[src/hw/obj_params.svh]
// object table geometry, end marker and renderer credit depth macros
`ifndef OBJ_PARAMS_SVH
`define OBJ_PARAMS_SVH

// entries in one bank of the object table
`define OBJ_ENTRIES 256

// words per entry, x / y / code / attribute
`define OBJ_WORDS 4

// renderer object FIFO depth
// also the scanner's credit count out of reset
`define OBJ_CREDITS 4

// attribute high byte that terminates a table
`define OBJ_END_MARK 8'hFF

`endif
[src/hw/obj_pkg.sv]
// object table types: attribute word union and valid entry count
package obj_pkg;

    // raw view, only the high byte matters for the end marker
    typedef struct packed {
        logic [7:0] end_mark;
        logic [7:0] low;
    } obj_attr_raw_t;

    // field view as the renderer sees it
    // bit 7 has no function
    typedef struct packed {
        logic [3:0] y_size;
        logic [3:0] x_size;
        logic       pad;
        logic       y_flip;
        logic       x_flip;
        logic [4:0] palette;
    } obj_attr_fields_t;

    // same 16-bit attribute word, two decodings
    typedef union packed {
        obj_attr_raw_t    raw;
        obj_attr_fields_t field;
    } obj_attr_u;

    // valid entries in a bank, 0 up to a full bank of 256
    typedef logic [8:0] obj_count_t;

endpackage

[src/hw/obj_scan.sv]
// object scanner walking the displayed bank and handing out objects against renderer credits
`timescale 1ns/1ps

`include "obj_params.svh"

module obj_scan (
    input  logic                clk,
    input  logic                rst,
    input  logic                frame_start,
    input  obj_pkg::obj_count_t disp_count,
    input  logic [15:0]         table_data,
    input  logic                obj_credit,
    output logic [9:0]          table_addr,
    output logic                obj_valid,
    output logic [15:0]         obj_x,
    output logic [15:0]         obj_y,
    output logic [15:0]         obj_code,
    output obj_pkg::obj_attr_u  obj_attr
);

    import obj_pkg::*;

    localparam int CRED_W = $clog2(`OBJ_CREDITS + 1);
    localparam logic [2:0] LAST_STEP = 3'(`OBJ_WORDS);

    typedef enum logic [1:0] {
        SC_IDLE,
        SC_FETCH,
        SC_EMIT
    } scan_state_t;

    scan_state_t       state;
    obj_count_t        idx;
    logic [2:0]        step;
    logic [CRED_W-1:0] credit_cnt;
    obj_attr_u         attr_in;
    obj_attr_u         attr_clean;

    // step 0..3 issue words 0..3
    // step 4 only collects the last read
    assign table_addr = {idx[7:0], step[1:0]};

    // attribute through the field view with the unused bit cleared
    always_comb begin
        attr_in              = table_data;
        attr_clean           = attr_in;
        attr_clean.field.pad = 1'b0;
    end

    // data lags the address by a cycle
    // so step s picks up word s-1
    always_ff @(posedge clk) begin
        if (state == SC_FETCH) begin
            case (step)
                3'd1: obj_x <= table_data;
                3'd2: obj_y <= table_data;
                3'd3: obj_code <= table_data;
                3'd4: obj_attr <= attr_clean;
                default: begin
                end
            endcase
        end
    end

    always_ff @(posedge clk or posedge rst) begin
        if (rst) begin
            state      <= SC_IDLE;
            idx        <= '0;
            step       <= '0;
            obj_valid  <= 1'b0;
            credit_cnt <= CRED_W'(`OBJ_CREDITS);
        end else begin
            obj_valid <= 1'b0;

            // returned credit and a spent one in the same cycle cancel
            case ({obj_credit, obj_valid})
                2'b10: credit_cnt <= credit_cnt + 1'b1;
                2'b01: credit_cnt <= credit_cnt - 1'b1;
                default: begin
                end
            endcase

            if (frame_start) begin
                // restart on the new bank
                // a pending object is dropped
                state <= SC_FETCH;
                idx   <= '0;
                step  <= '0;
            end else begin
                case (state)
                    SC_IDLE: begin
                        step <= '0;
                    end
                    SC_FETCH: begin
                        if (step == 3'd0 && idx == disp_count) begin
                            // bank done until the next frame
                            state <= SC_IDLE;
                        end else if (step == LAST_STEP) begin
                            step  <= '0;
                            state <= SC_EMIT;
                        end else begin
                            step <= step + 3'd1;
                        end
                    end
                    SC_EMIT: begin
                        // entry held while no credit is left
                        if (credit_cnt != '0) begin
                            obj_valid <= 1'b1;
                            idx       <= idx + 9'd1;
                            state     <= SC_FETCH;
                        end
                    end
                    default: begin
                        state <= SC_IDLE;
                    end
                endcase
            end
        end
    end

    // renderer must not hand back more than it was given
    a_credit_max: assert property (
        @(posedge clk) disable iff (rst)
        credit_cnt <= CRED_W'(`OBJ_CREDITS)
    ) else $error("credit count above renderer FIFO depth");

    // decision taken a cycle before the pulse
    // spend lands with the pulse itself
    a_valid_has_credit: assert property (
        @(posedge clk) disable iff (rst)
        obj_valid |-> (credit_cnt != '0)
    ) else $error("object sent without a credit");

endmodule

[config.mk]
export PLATFORM = sky130hd
export DESIGN_NAME = obj_scan
export DESIGN_NICKNAME = d
export VERILOG_FILES = /design/src/hw/obj_pkg.sv /design/src/hw/obj_scan.sv
export VERILOG_INCLUDE_DIRS = /design/src /design/src/hw
export SDC_FILE = /design/constraint.sdc
export NUM_CORES = 1
export LEC_CHECK = 0
export BUFFER_PORTS_ARGS = -buffer_cell sky130_fd_sc_hd__buf_2
export CAP_MARGIN = 40
export CORE_MARGIN = 2
export CORE_UTILIZATION = 50
export CTS_CLUSTER_DIAMETER = 100
export DETAILED_ROUTE_END_ITERATION = 12
export PLACE_DENSITY = 0.76
export SKIP_CTS_REPAIR_TIMING = 1
export SLEW_MARGIN = 15
export SYNTH_ARGS = -nofsm -noshare
export SYNTH_HDL_FRONTEND = slang
export SYNTH_SLANG_ARGS = --single-unit
[constraint.sdc]
create_clock -name clk -period 2.3 [get_ports clk]
set_input_delay 0.46 -clock clk [delete_from_list [all_inputs] [get_ports clk]]
set_output_delay 0.46 -clock clk [all_outputs]
set_load 0.005 [all_outputs]
==> results of run 1 <==
[kinds of logic after synthesis]
family                     share of synthesized area, %
DFF                                                74.9
and+or+nand+nor                                    5.68
buffers and inverters                              4.48
xor gates and xnor gates                           6.08
AOI/OAI and AO/OA                                  3.52
adders and majority gates                          4.64
muxes                                             0.640
other                                             0.120
[where the power goes]
group / internal [uW] / leakage, uW / switching [uW] / total, uW
clock: 723 / 0.000116 / 503 / 1230
combinational: 148 / 0.000739 / 204 / 352
sequential: 1700 / 0.000810 / 59.0 / 1760
[through the flow]
stage,utilization [%],area (um2)
floorplan,-,3130
global placement,61.3,3670
detailed placement,61.3,3670
CTS,65.2,3910
global route,65.2,3910
finish,65.2,3910
[worst paths after layout]
check                                     startpoint                        end  slack (ns)  cells after the start
max                              step[0]$_DFFE_PP0P_       state[1]$_DFFE_PP0P_        0.46                      6
min                                              rst        obj_valid$_DFF_PP0_        0.23                      2
max reg2reg                      step[0]$_DFFE_PP0P_       state[1]$_DFFE_PP0P_        0.46                      6
min reg2reg                credit_cnt[0]$_DFFE_PP0P_  credit_cnt[0]$_DFFE_PP0P_        0.53                      1
max in group asynchronous                        rst         idx[2]$_DFFE_PP0P_        1.61                      2
min in group clk                       table_data[3]      obj_code[3]$_DFFE_PP_        0.33                      1
[Yosys cell counts]
library cell	number	share of area [%]
nor2_1	14	1.7
a21o_1	1	0.24
nand3_1	3	0.48
o31ai_1	2	0.48
o2bb2ai_1	1	0.28
xnor2_1	10	2.8
clkbuf_2	1	0.16
xor2_1	8	2.2
and3_1	4	0.80
a21oi_1	3	0.48
nand2_1	7	0.84
and2_1	1	0.20
ha_1	10	4.0
clkbuf_1	2	0.24
nor3_1	1	0.16
nor2b_1	1	0.20
inv_1	12	1.4
and4b_1	1	0.32
conb_1	1	0.12
buf_4	11	2.6
o21ai_0	3	0.48
o31a_1	1	0.28
fa_1	1	0.64
dfstp_2	1	0.84
xnor2_2	2	1.0
o22ai_2	1	0.40
mux2i_1	2	0.64
o41ai_4	1	0.88
dfrtp_1	17	14
nand4_1	5	1.0
edfxtp_1	63	60
[flip-flops by register name, summed over array words and instances (netlist names)]
register    flops
obj_valid       1
obj_x          16
idx             9
obj_y          16
credit_cnt      3
step            3
state           2
obj_code       16
obj_attr       15
[routing by layer]
layer  track usage [%]  routed length (um)  up-vias
li1                  -                   -      873
met1              21.5                2400      873
met2              27.0                2760       85
met3              8.35                 461        6
met4              4.92                  33        2
met5                 0                   7        -
[cell type report]
type / count / area [um2] / area share, %
sequential: 81 / 2340 / 60.0
clock inverter: 6 / 115 / 2.94
multi-input combinational: 84 / 647 / 16.5
tap: 75 / 93.8 / 2.40
timing repair buffer: 106 / 541 / 13.8
clock buffer: 9 / 124 / 3.17
inverter: 12 / 45.0 / 1.15
==> results.md, run 1 <==
- Critical Path AT: 2.06 ns
- Mapped Nets: 231
- Setup CP Type: flip-flop to flip-flop
- Final Hold Viols: 0
- Sequential element share of the synthesized area: 74.9%
- Die area: 6910 um2
- Global-route usage over all layers: 17.3%
- Most frequent cells in the layout: 102 x buf_2, 63 x edfxtp_1, 17 x dfrtp_1, 14 x nor2_1, 12 x inv_1
- Final max-slew violation count: 0
- Top Ports: 104
- Row count: 28
- Clock slew at reported path FFs: 0.08 ns
- Skew final: 0.00671 ns
- First-pass DRT Iterations: 4
- Clock Sinks: 81
- CP startpoint kind: flip-flop
- Core area: 5990 um2
- Relative slew slack: 51.7%
- Maximum VDD drop: 0.455 mV
- Critical Path RT: 2.51 ns
- Crit path buffers/inverters: 1
- RSZ-0062 raised after global routing: false
- Residual DRC: 0
- Chip width: 83.1 um
- Routability Congestion: 0.770
- Worst setup margin: 0.455 ns
- Placed Cells: 358
- Synth Cell Area: 3130 um2
- Setup_tns: 0 ns
- Crit-path cells: inv_1 > ha_1 > nand2_1 > o41ai_4 > o22ai_2 > o2bb2ai_1
- Fin crit period: 1.84 ns
- Initial antenna violation count: 1
- DR vias: 1839
- Period utilisation layout: 80.2%
- Area delta synth->final: 24.9%
- Clk_lat worst skew: 0.34 ns
- Max cap viols: 0
- Slew @ Worst Pin: 0.724 ns
- Layout cells sized above 1: 42.3%
- Status: finished clean
- WL final: 5660 um
- Non-filler cells, final: 373
- PortBufs: 102
- PD cells: 854 nW/um2
- WL per Instance: 15.2 um
- CTS Buf Count: 9
- Hpwl dp: 4010 um
- Vias in the first global route: 1804
- Leakage: 0.00167 uW
- FMAX: 0.542 GHz
- Family with the most delay on the worst path: compound AO/OA/AOI/OAI gates
- Initial Util: 52.3%
- H-tree levels: 3
- Count of yosys warnings during synthesis: 0
- TritonCTS clock tree: done
- Deepest clock path buffer count: 2
- Final setup fails: 0
- Nets: 334
- Synthesized area per cell: 16.4 um2
- Worst path max stage delay: 0.52 ns
- Clock root cell: clkbuf_8
- # fillers: 429
- DRT iter0 DRCs: 121
- FF+latch count, synth: 81
- Worst hold path type: primary input to async pin
- Grt ovf: 0
- CP Max Fanout: 7
- Crit. End Element: flip-flop
- WHS: 0.226 ns
- Commonest non-fill, non-tap cell in the layout: buf_2
- First-pass GRT wire length: 9100 um
- Syn Inst Count: 191
- Largest net degree at the start of global routing: 19
- Slowest cell on crit path: o41ai_4
- Post-synthesis cell type count: 31
- ANT cells: 0
- Overall Power: 3340 uW
- Final antenna-violating net count: 0
- Setup WS pre-CTS: 0.469 ns
- Via density: 4.93
- Die Y: 83.1 um
Note: power is estimated with default switching activity, not from simulation.
==> run 2: changes to the inputs <==
==> constraint.sdc (replaced) <==
create_clock -name clk -period 1.9 [get_ports clk]
set_input_delay 0.38 -clock clk [delete_from_list [all_inputs] [get_ports clk]]
set_output_delay 0.38 -clock clk [all_outputs]
set_load 0.005 [all_outputs]
==> results.md, run 2 (same netlist as run 1, synthesis figures left out) <==
- Status: finished clean
- WL final: 5850 um (+3.4%)
- Nets: 336 (+0.60%)
- Crit. End Element: flip-flop
- Family with the most delay on the worst path: compound AO/OA/AOI/OAI gates
- Area delta synth->final: 25.3%
- Top Ports: 104 (unchanged)
- Reg2Reg Depth: 7 (+1)
- Worst path max stage delay: 0.44 ns (-0.08 ns)
- Deepest clock path buffer count: 2 (unchanged)
- Worst hold path type: primary input to async pin
- First-pass DRT Iterations: 5 (+1)
- Core area: 5990 um2 (unchanged)
- Final setup fails: 0 (unchanged)
- Setup_tns: 0 ns (unchanged)
- Layout cells sized above 1: 42.9% (+0.58 points)
- First-pass GRT wire length: 9450 um (+3.9%)
- Commonest non-fill, non-tap cell in the layout: buf_2
- Vias in the first global route: 1832 (+1.6%)
- Skew final: 0.00345 ns (-0.00326 ns)
- DR vias: 1849 (+0.54%)
- Final max-slew violation count: 0 (unchanged)
- WL per Instance: 15.6 um (+2.6%)
- R2r startpoint: step[0]$_DFFE_PP0P_
- Maximum VDD drop: 0.566 mV (+24%)
- Overall Power: 3930 uW (+18%)
- Final Hold Viols: 0 (unchanged)
- Leakage: 0.00167 uW (+0.18%)
- # fillers: 440 (+2.6%)
- Slowest cell on crit path: dfrtp_1
- R2r setup slk: 0.21 ns (-0.25 ns)
- Most frequent cells in the layout: 102 x buf_2, 63 x edfxtp_1, 17 x dfrtp_1, 14 x nor2_1, 12 x inv_1
- CP Max Fanout: 6 (-1)
- Fin crit period: 1.69 ns (-0.152 ns)
- Clock root cell: clkbuf_8
- Routability Congestion: 0.836 (+8.6%)
- Hpwl dp: 4280 um (+6.7%)
- Largest regs: obj_code x16, obj_x x16, obj_y x16
- WHS: 0.139 ns (-0.0869 ns)
- Final antenna-violating net count: 0 (unchanged)
- H-tree levels: 3 (unchanged)
- Initial antenna violation count: 1 (unchanged)
- Grt ovf: 0 (unchanged)
- Relative slew slack: 53.0% (+1.4 points)
- Worst path depth: 7 (+1)
- TritonCTS clock tree: done
- Clock slew at reported path FFs: 0.08 ns (about the same)
- Crit-path cells: inv_1 > ha_1 > nand2_1 > o41ai_4 > buf_4 > nand3_1 > o31ai_1
- Row count: 28 (unchanged)
- Crit path buffers/inverters: 2 (+1)
- Die Y: 83.1 um (unchanged)
- CP startpoint kind: flip-flop
- ANT cells: 0 (unchanged)
- Max cap viols: 0 (unchanged)
- PortBufs: 102 (unchanged)
- Clock Sinks: 81 (unchanged)
- Setup CP Type: flip-flop to flip-flop
- Crit Reg-Reg Endpoint: step[0]$_DFFE_PP0P_
- Die area: 6910 um2 (unchanged)
- Clk_lat worst skew: 0.34 ns (about the same)
- Chip width: 83.1 um (unchanged)
- Global-route usage over all layers: 17.9% (+0.63 points)
- PD cells: 1000 nW/um2 (+17%)
- Initial Util: 52.3% (unchanged)
- Slew @ Worst Pin: 0.704 ns (-0.0203 ns)
- Critical Path AT: 1.94 ns (-0.12 ns)
- FMAX: 0.591 GHz (+9.0%)
- RSZ-0062 raised after global routing: false
- DRT iter0 DRCs: 98 (-19%)
- CTS Buf Count: 9 (unchanged)
- Via density: 4.92 (-0.26%)
- Period utilisation layout: 89.1% (+8.9 points)
- Largest net degree at the start of global routing: 19 (unchanged)
- Utilization after layout: 65.5% (+0.23 points)
- Critical Path RT: 2.14 ns (-0.37 ns)
- Residual DRC: 0 (unchanged)
run 2: changes by cell type in the layout (fill, tap and decap cells not counted), sizes merged:
cell      delta
clkinvlp     +1
buf          +2
clkinv       +1
bufinv       -1
run 2: worst max-delay path by stage:
stage | from | endpoint | slack [ns]
final | step[0]$_DFFE_PP0P_ | step[0]$_DFFE_PP0P_ | 0.21
after global routing | step[0]$_DFFE_PP0P_ | step[1]$_DFFE_PP0P_ | 0.03
after CTS | step[0]$_DFFE_PP0P_ | step[0]$_DFFE_PP0P_ | 0.19
after detailed placement | step[0]$_DFFE_PP0P_ | step[0]$_DFFE_PP0P_ | 0.22
after global placement | step[0]$_DFFE_PP0P_ | step[0]$_DFFE_PP0P_ | 0.27
after floorplan | step[0]$_DFFE_PP0P_ | state[1]$_DFFE_PP0P_ | 0.27
run 2: final cells by class:
class                   count  area (um2)  share of cell area [%]
well taps                  75        93.8                    2.39
repair buffers            108         568                    14.5
flip-flops and latches     81        2340                    59.7
clock buffers               9         124                    3.16
inverters                  12        45.0                    1.15
clock inverters             7         101                    2.58
multi-input cells          84         647                    16.5
run 2: per-layer routing:
metal	GRT usage [%]	wire length (um)	vias to the layer above
li1	-	-	877
met1	21.9	2530	872
met2	29.3	2810	90
met3	6.76	441	8
met4	6.26	55	2
met5	0	11	-
run 2: through the flow:
step	cell area, um2	setup WS (ns)	std cells
after global placement	3700	0.272	360
after floorplan	3130	0.265	191
final	3920	0.207	376
after CTS	3920	0.193	376
after detailed placement	3700	0.219	360
after global routing	3920	0.0337	376
run 2: where the power goes:
group | switching (uW) | internal, uW | leakage (uW)
Clock | 610 | 750 | 0.000106
Sequential | 73.8 | 2060 | 0.000810
Combinational | 250 | 186 | 0.000752
==> run 3: changes to the inputs <==
--- a/config.mk
+++ b/config.mk
@@ -12,7 +12,7 @@
 export CORE_UTILIZATION = 50
 export CTS_CLUSTER_DIAMETER = 100
 export DETAILED_ROUTE_END_ITERATION = 12
-export PLACE_DENSITY = 0.76
+export PLACE_DENSITY = 0.79
 export SKIP_CTS_REPAIR_TIMING = 1
 export SLEW_MARGIN = 15
 export SYNTH_ARGS = -nofsm -noshare
==> constraint.sdc (replaced) <==
create_clock -name clk -period 1.9 [get_ports clk]
set_input_delay 0.38 -clock clk [delete_from_list [all_inputs] [get_ports clk]]
set_output_delay 0.38 -clock clk [all_outputs]
set_load 0.05 [all_outputs]
==> results.md, run 3 (same netlist as run 1, synthesis figures left out) <==
- Int Power: 2740 uW (-8.5%)
- H-tree levels: 3 (unchanged)
- Row count: 28 (unchanged)
- Via density: 4.87 (-1.0%)
- Leakage: 0.00165 uW (-1.0%)
- Global-route usage over all layers: 17.0% (-0.86 points)
- FMAX: 0.589 GHz (-0.28%)
- Deepest clock path buffer count: 2 (unchanged)
- Final max-slew violation count: 0 (unchanged)
- Clock Sinks: 81 (unchanged)
- Final Hold Viols: 0 (unchanged)
- TritonCTS clock tree: done
- R2r setup slk: 0.20 ns (about the same)
- Die Y: 83.1 um (unchanged)
- Most frequent cells in the layout: 102 x buf_2, 63 x edfxtp_1, 17 x dfrtp_1, 14 x nor2_1, 12 x inv_1
- Commonest non-fill, non-tap cell in the layout: buf_2
- Setup_tns: 0 ns (unchanged)
- RSZ-0062 raised after global routing: false
- Clock slew at reported path FFs: 0.08 ns (about the same)
- Initial antenna violation count: 0 (-1)
- Hpwl dp: 4060 um (-5.2%)
- Total cell area at the placement stage: 3700 um2 (+0.20%)
- WHS: 0.118 ns (-0.0207 ns)
- Final setup fails: 0 (unchanged)
- Comb pwr share: 17.8% (+6.7 points)
- PD cells: 1010 nW/um2 (+1.2%)
- Critical Path AT: 1.94 ns (about the same)
- Area delta synth->final: 24.0%
- Relative slew slack: 55.0% (+2.0 points)
- WL per Instance: 14.6 um (-5.9%)
- Final antenna-violating net count: 0 (unchanged)
- Routability Congestion: 0.824 (-1.4%)
- Maximum VDD drop: 0.745 mV (+32%)
- Crit Reg-Reg Endpoint: step[0]$_DFFE_PP0P_
- Clk_lat worst skew: 0.34 ns (about the same)
- Layout cells sized above 1: 42.7% (-0.14 points)
- Grt ovf: 0 (unchanged)
- DR vias: 1835 (-0.76%)
- Largest net degree at the start of global routing: 19 (unchanged)
- Critical Path RT: 2.15 ns (about the same)
- Top Ports: 104 (unchanged)
- Worst hold path type: primary input to async pin
- Skew final: 0.00986 ns (+0.00641 ns)
- Largest regs: obj_code x16, obj_x x16, obj_y x16
- Clock root cell: clkbuf_8
- Status: finished clean
- Fin crit period: 1.70 ns (+0.00478 ns)
- Nets: 337 (+0.30%)
- Slew @ Worst Pin: 0.674 ns (-0.0294 ns)
- Die area: 6910 um2 (unchanged)
- Vias in the first global route: 1832 (unchanged)
- Initial Util: 52.3% (unchanged)
- First-pass GRT wire length: 9000 um (-4.8%)
- Core area: 5990 um2 (unchanged)
- First-pass DRT Iterations: 4 (-1)
- CTS Buf Count: 9 (unchanged)
- Period utilisation layout: 89.4% (+0.25 points)
- PortBufs: 102 (unchanged)
- Final instance area: 3880 um2 (-1.0%)
- ANT cells: 0 (unchanged)
- Fraction of power consumed by sequential logic: 54.2% (about the same)
- Reg2Reg Depth: 7 (unchanged)
- Sw Share: 30.3% (+6.6 points)
- Sw power: 1190 uW (+28%)
- Setup CP Type: flip-flop to flip-flop
- Max cap viols: 0 (unchanged)
- CP startpoint kind: flip-flop
- Crit. End Element: flip-flop
- Clk pwr share: 28.0% (-6.6 points)
- R2r startpoint: step[0]$_DFFE_PP0P_
- WL final: 5520 um (-5.6%)
- Chip width: 83.1 um (unchanged)
- DRT iter0 DRCs: 89 (-9.2%)
- CP Max Fanout: 6 (unchanged)
- Residual DRC: 0 (unchanged)
## run 3: worst max-delay path by stage
stage / from / to / slack [ns] / cells after the start
finish: step[0]$_DFFE_PP0P_ / step[0]$_DFFE_PP0P_ / 0.20 / 7
global route: step[0]$_DFFE_PP0P_ / step[0]$_DFFE_PP0P_ / 0.04 / 7
CTS: step[0]$_DFFE_PP0P_ / step[0]$_DFFE_PP0P_ / 0.18 / 7
detailed placement: step[0]$_DFFE_PP0P_ / step[0]$_DFFE_PP0P_ / 0.19 / 7
global placement: state[1]$_DFFE_PP0P_ / obj_y[4]$_DFFE_PP_ / 0.28 / 4
floorplan: obj_valid$_DFF_PP0_ / credit_cnt[2]$_DFFE_PP1P_ / 0.15 / 6
## run 3: through the flow
stage	instances	setup WS, ns	util [%]	power [uW]
global placement	361	0.277	61.8	2860
CTS	377	0.176	64.8	3990
global route	377	0.0394	64.8	4130
floorplan	191	0.151	-	2680
finish	377	0.202	64.8	3940
detailed placement	361	0.189	61.8	2890
## run 3: layout make-up
type | count | area (um2)
clock buffer | 10 | 128
clock inverter | 6 | 50.0
fill | 447 | 2110
inverter | 12 | 45.0
multi-input combinational | 84 | 647
sequential | 81 | 2340
tap | 75 | 93.8
timing repair buffer | 109 | 576
## run 3: power by group through the flow
stage / clock, uW / combinational (uW) / sequential, uW
CTS: 1140 / 714 / 2130
global route: 1220 / 761 / 2150
detailed placement: 0 / 713 / 2170
finish: 1100 / 702 / 2130
floorplan: 0 / 290 / 2390
global placement: 0 / 695 / 2170
## run 3: critical path, cell delays in order, from the launching register on
cell and delay, ns:
dfrtp_1 0.44, inv_1 0.11, ha_1 0.22, nand2_1 0.11, o41ai_4 0.37, buf_4 0.20
nand3_1 0.07, o31ai_1 0.08
## run 3: metal layers
layer | track usage [%] | vias up | part of all wire (%)
met5 | 0 | - | 0
met4 | 5.37 | 0 | 0.76
met3 | 7.85 | 5 | 8.4
met2 | 27.1 | 87 | 47
met1 | 20.8 | 863 | 44
li1 | - | 880 | -
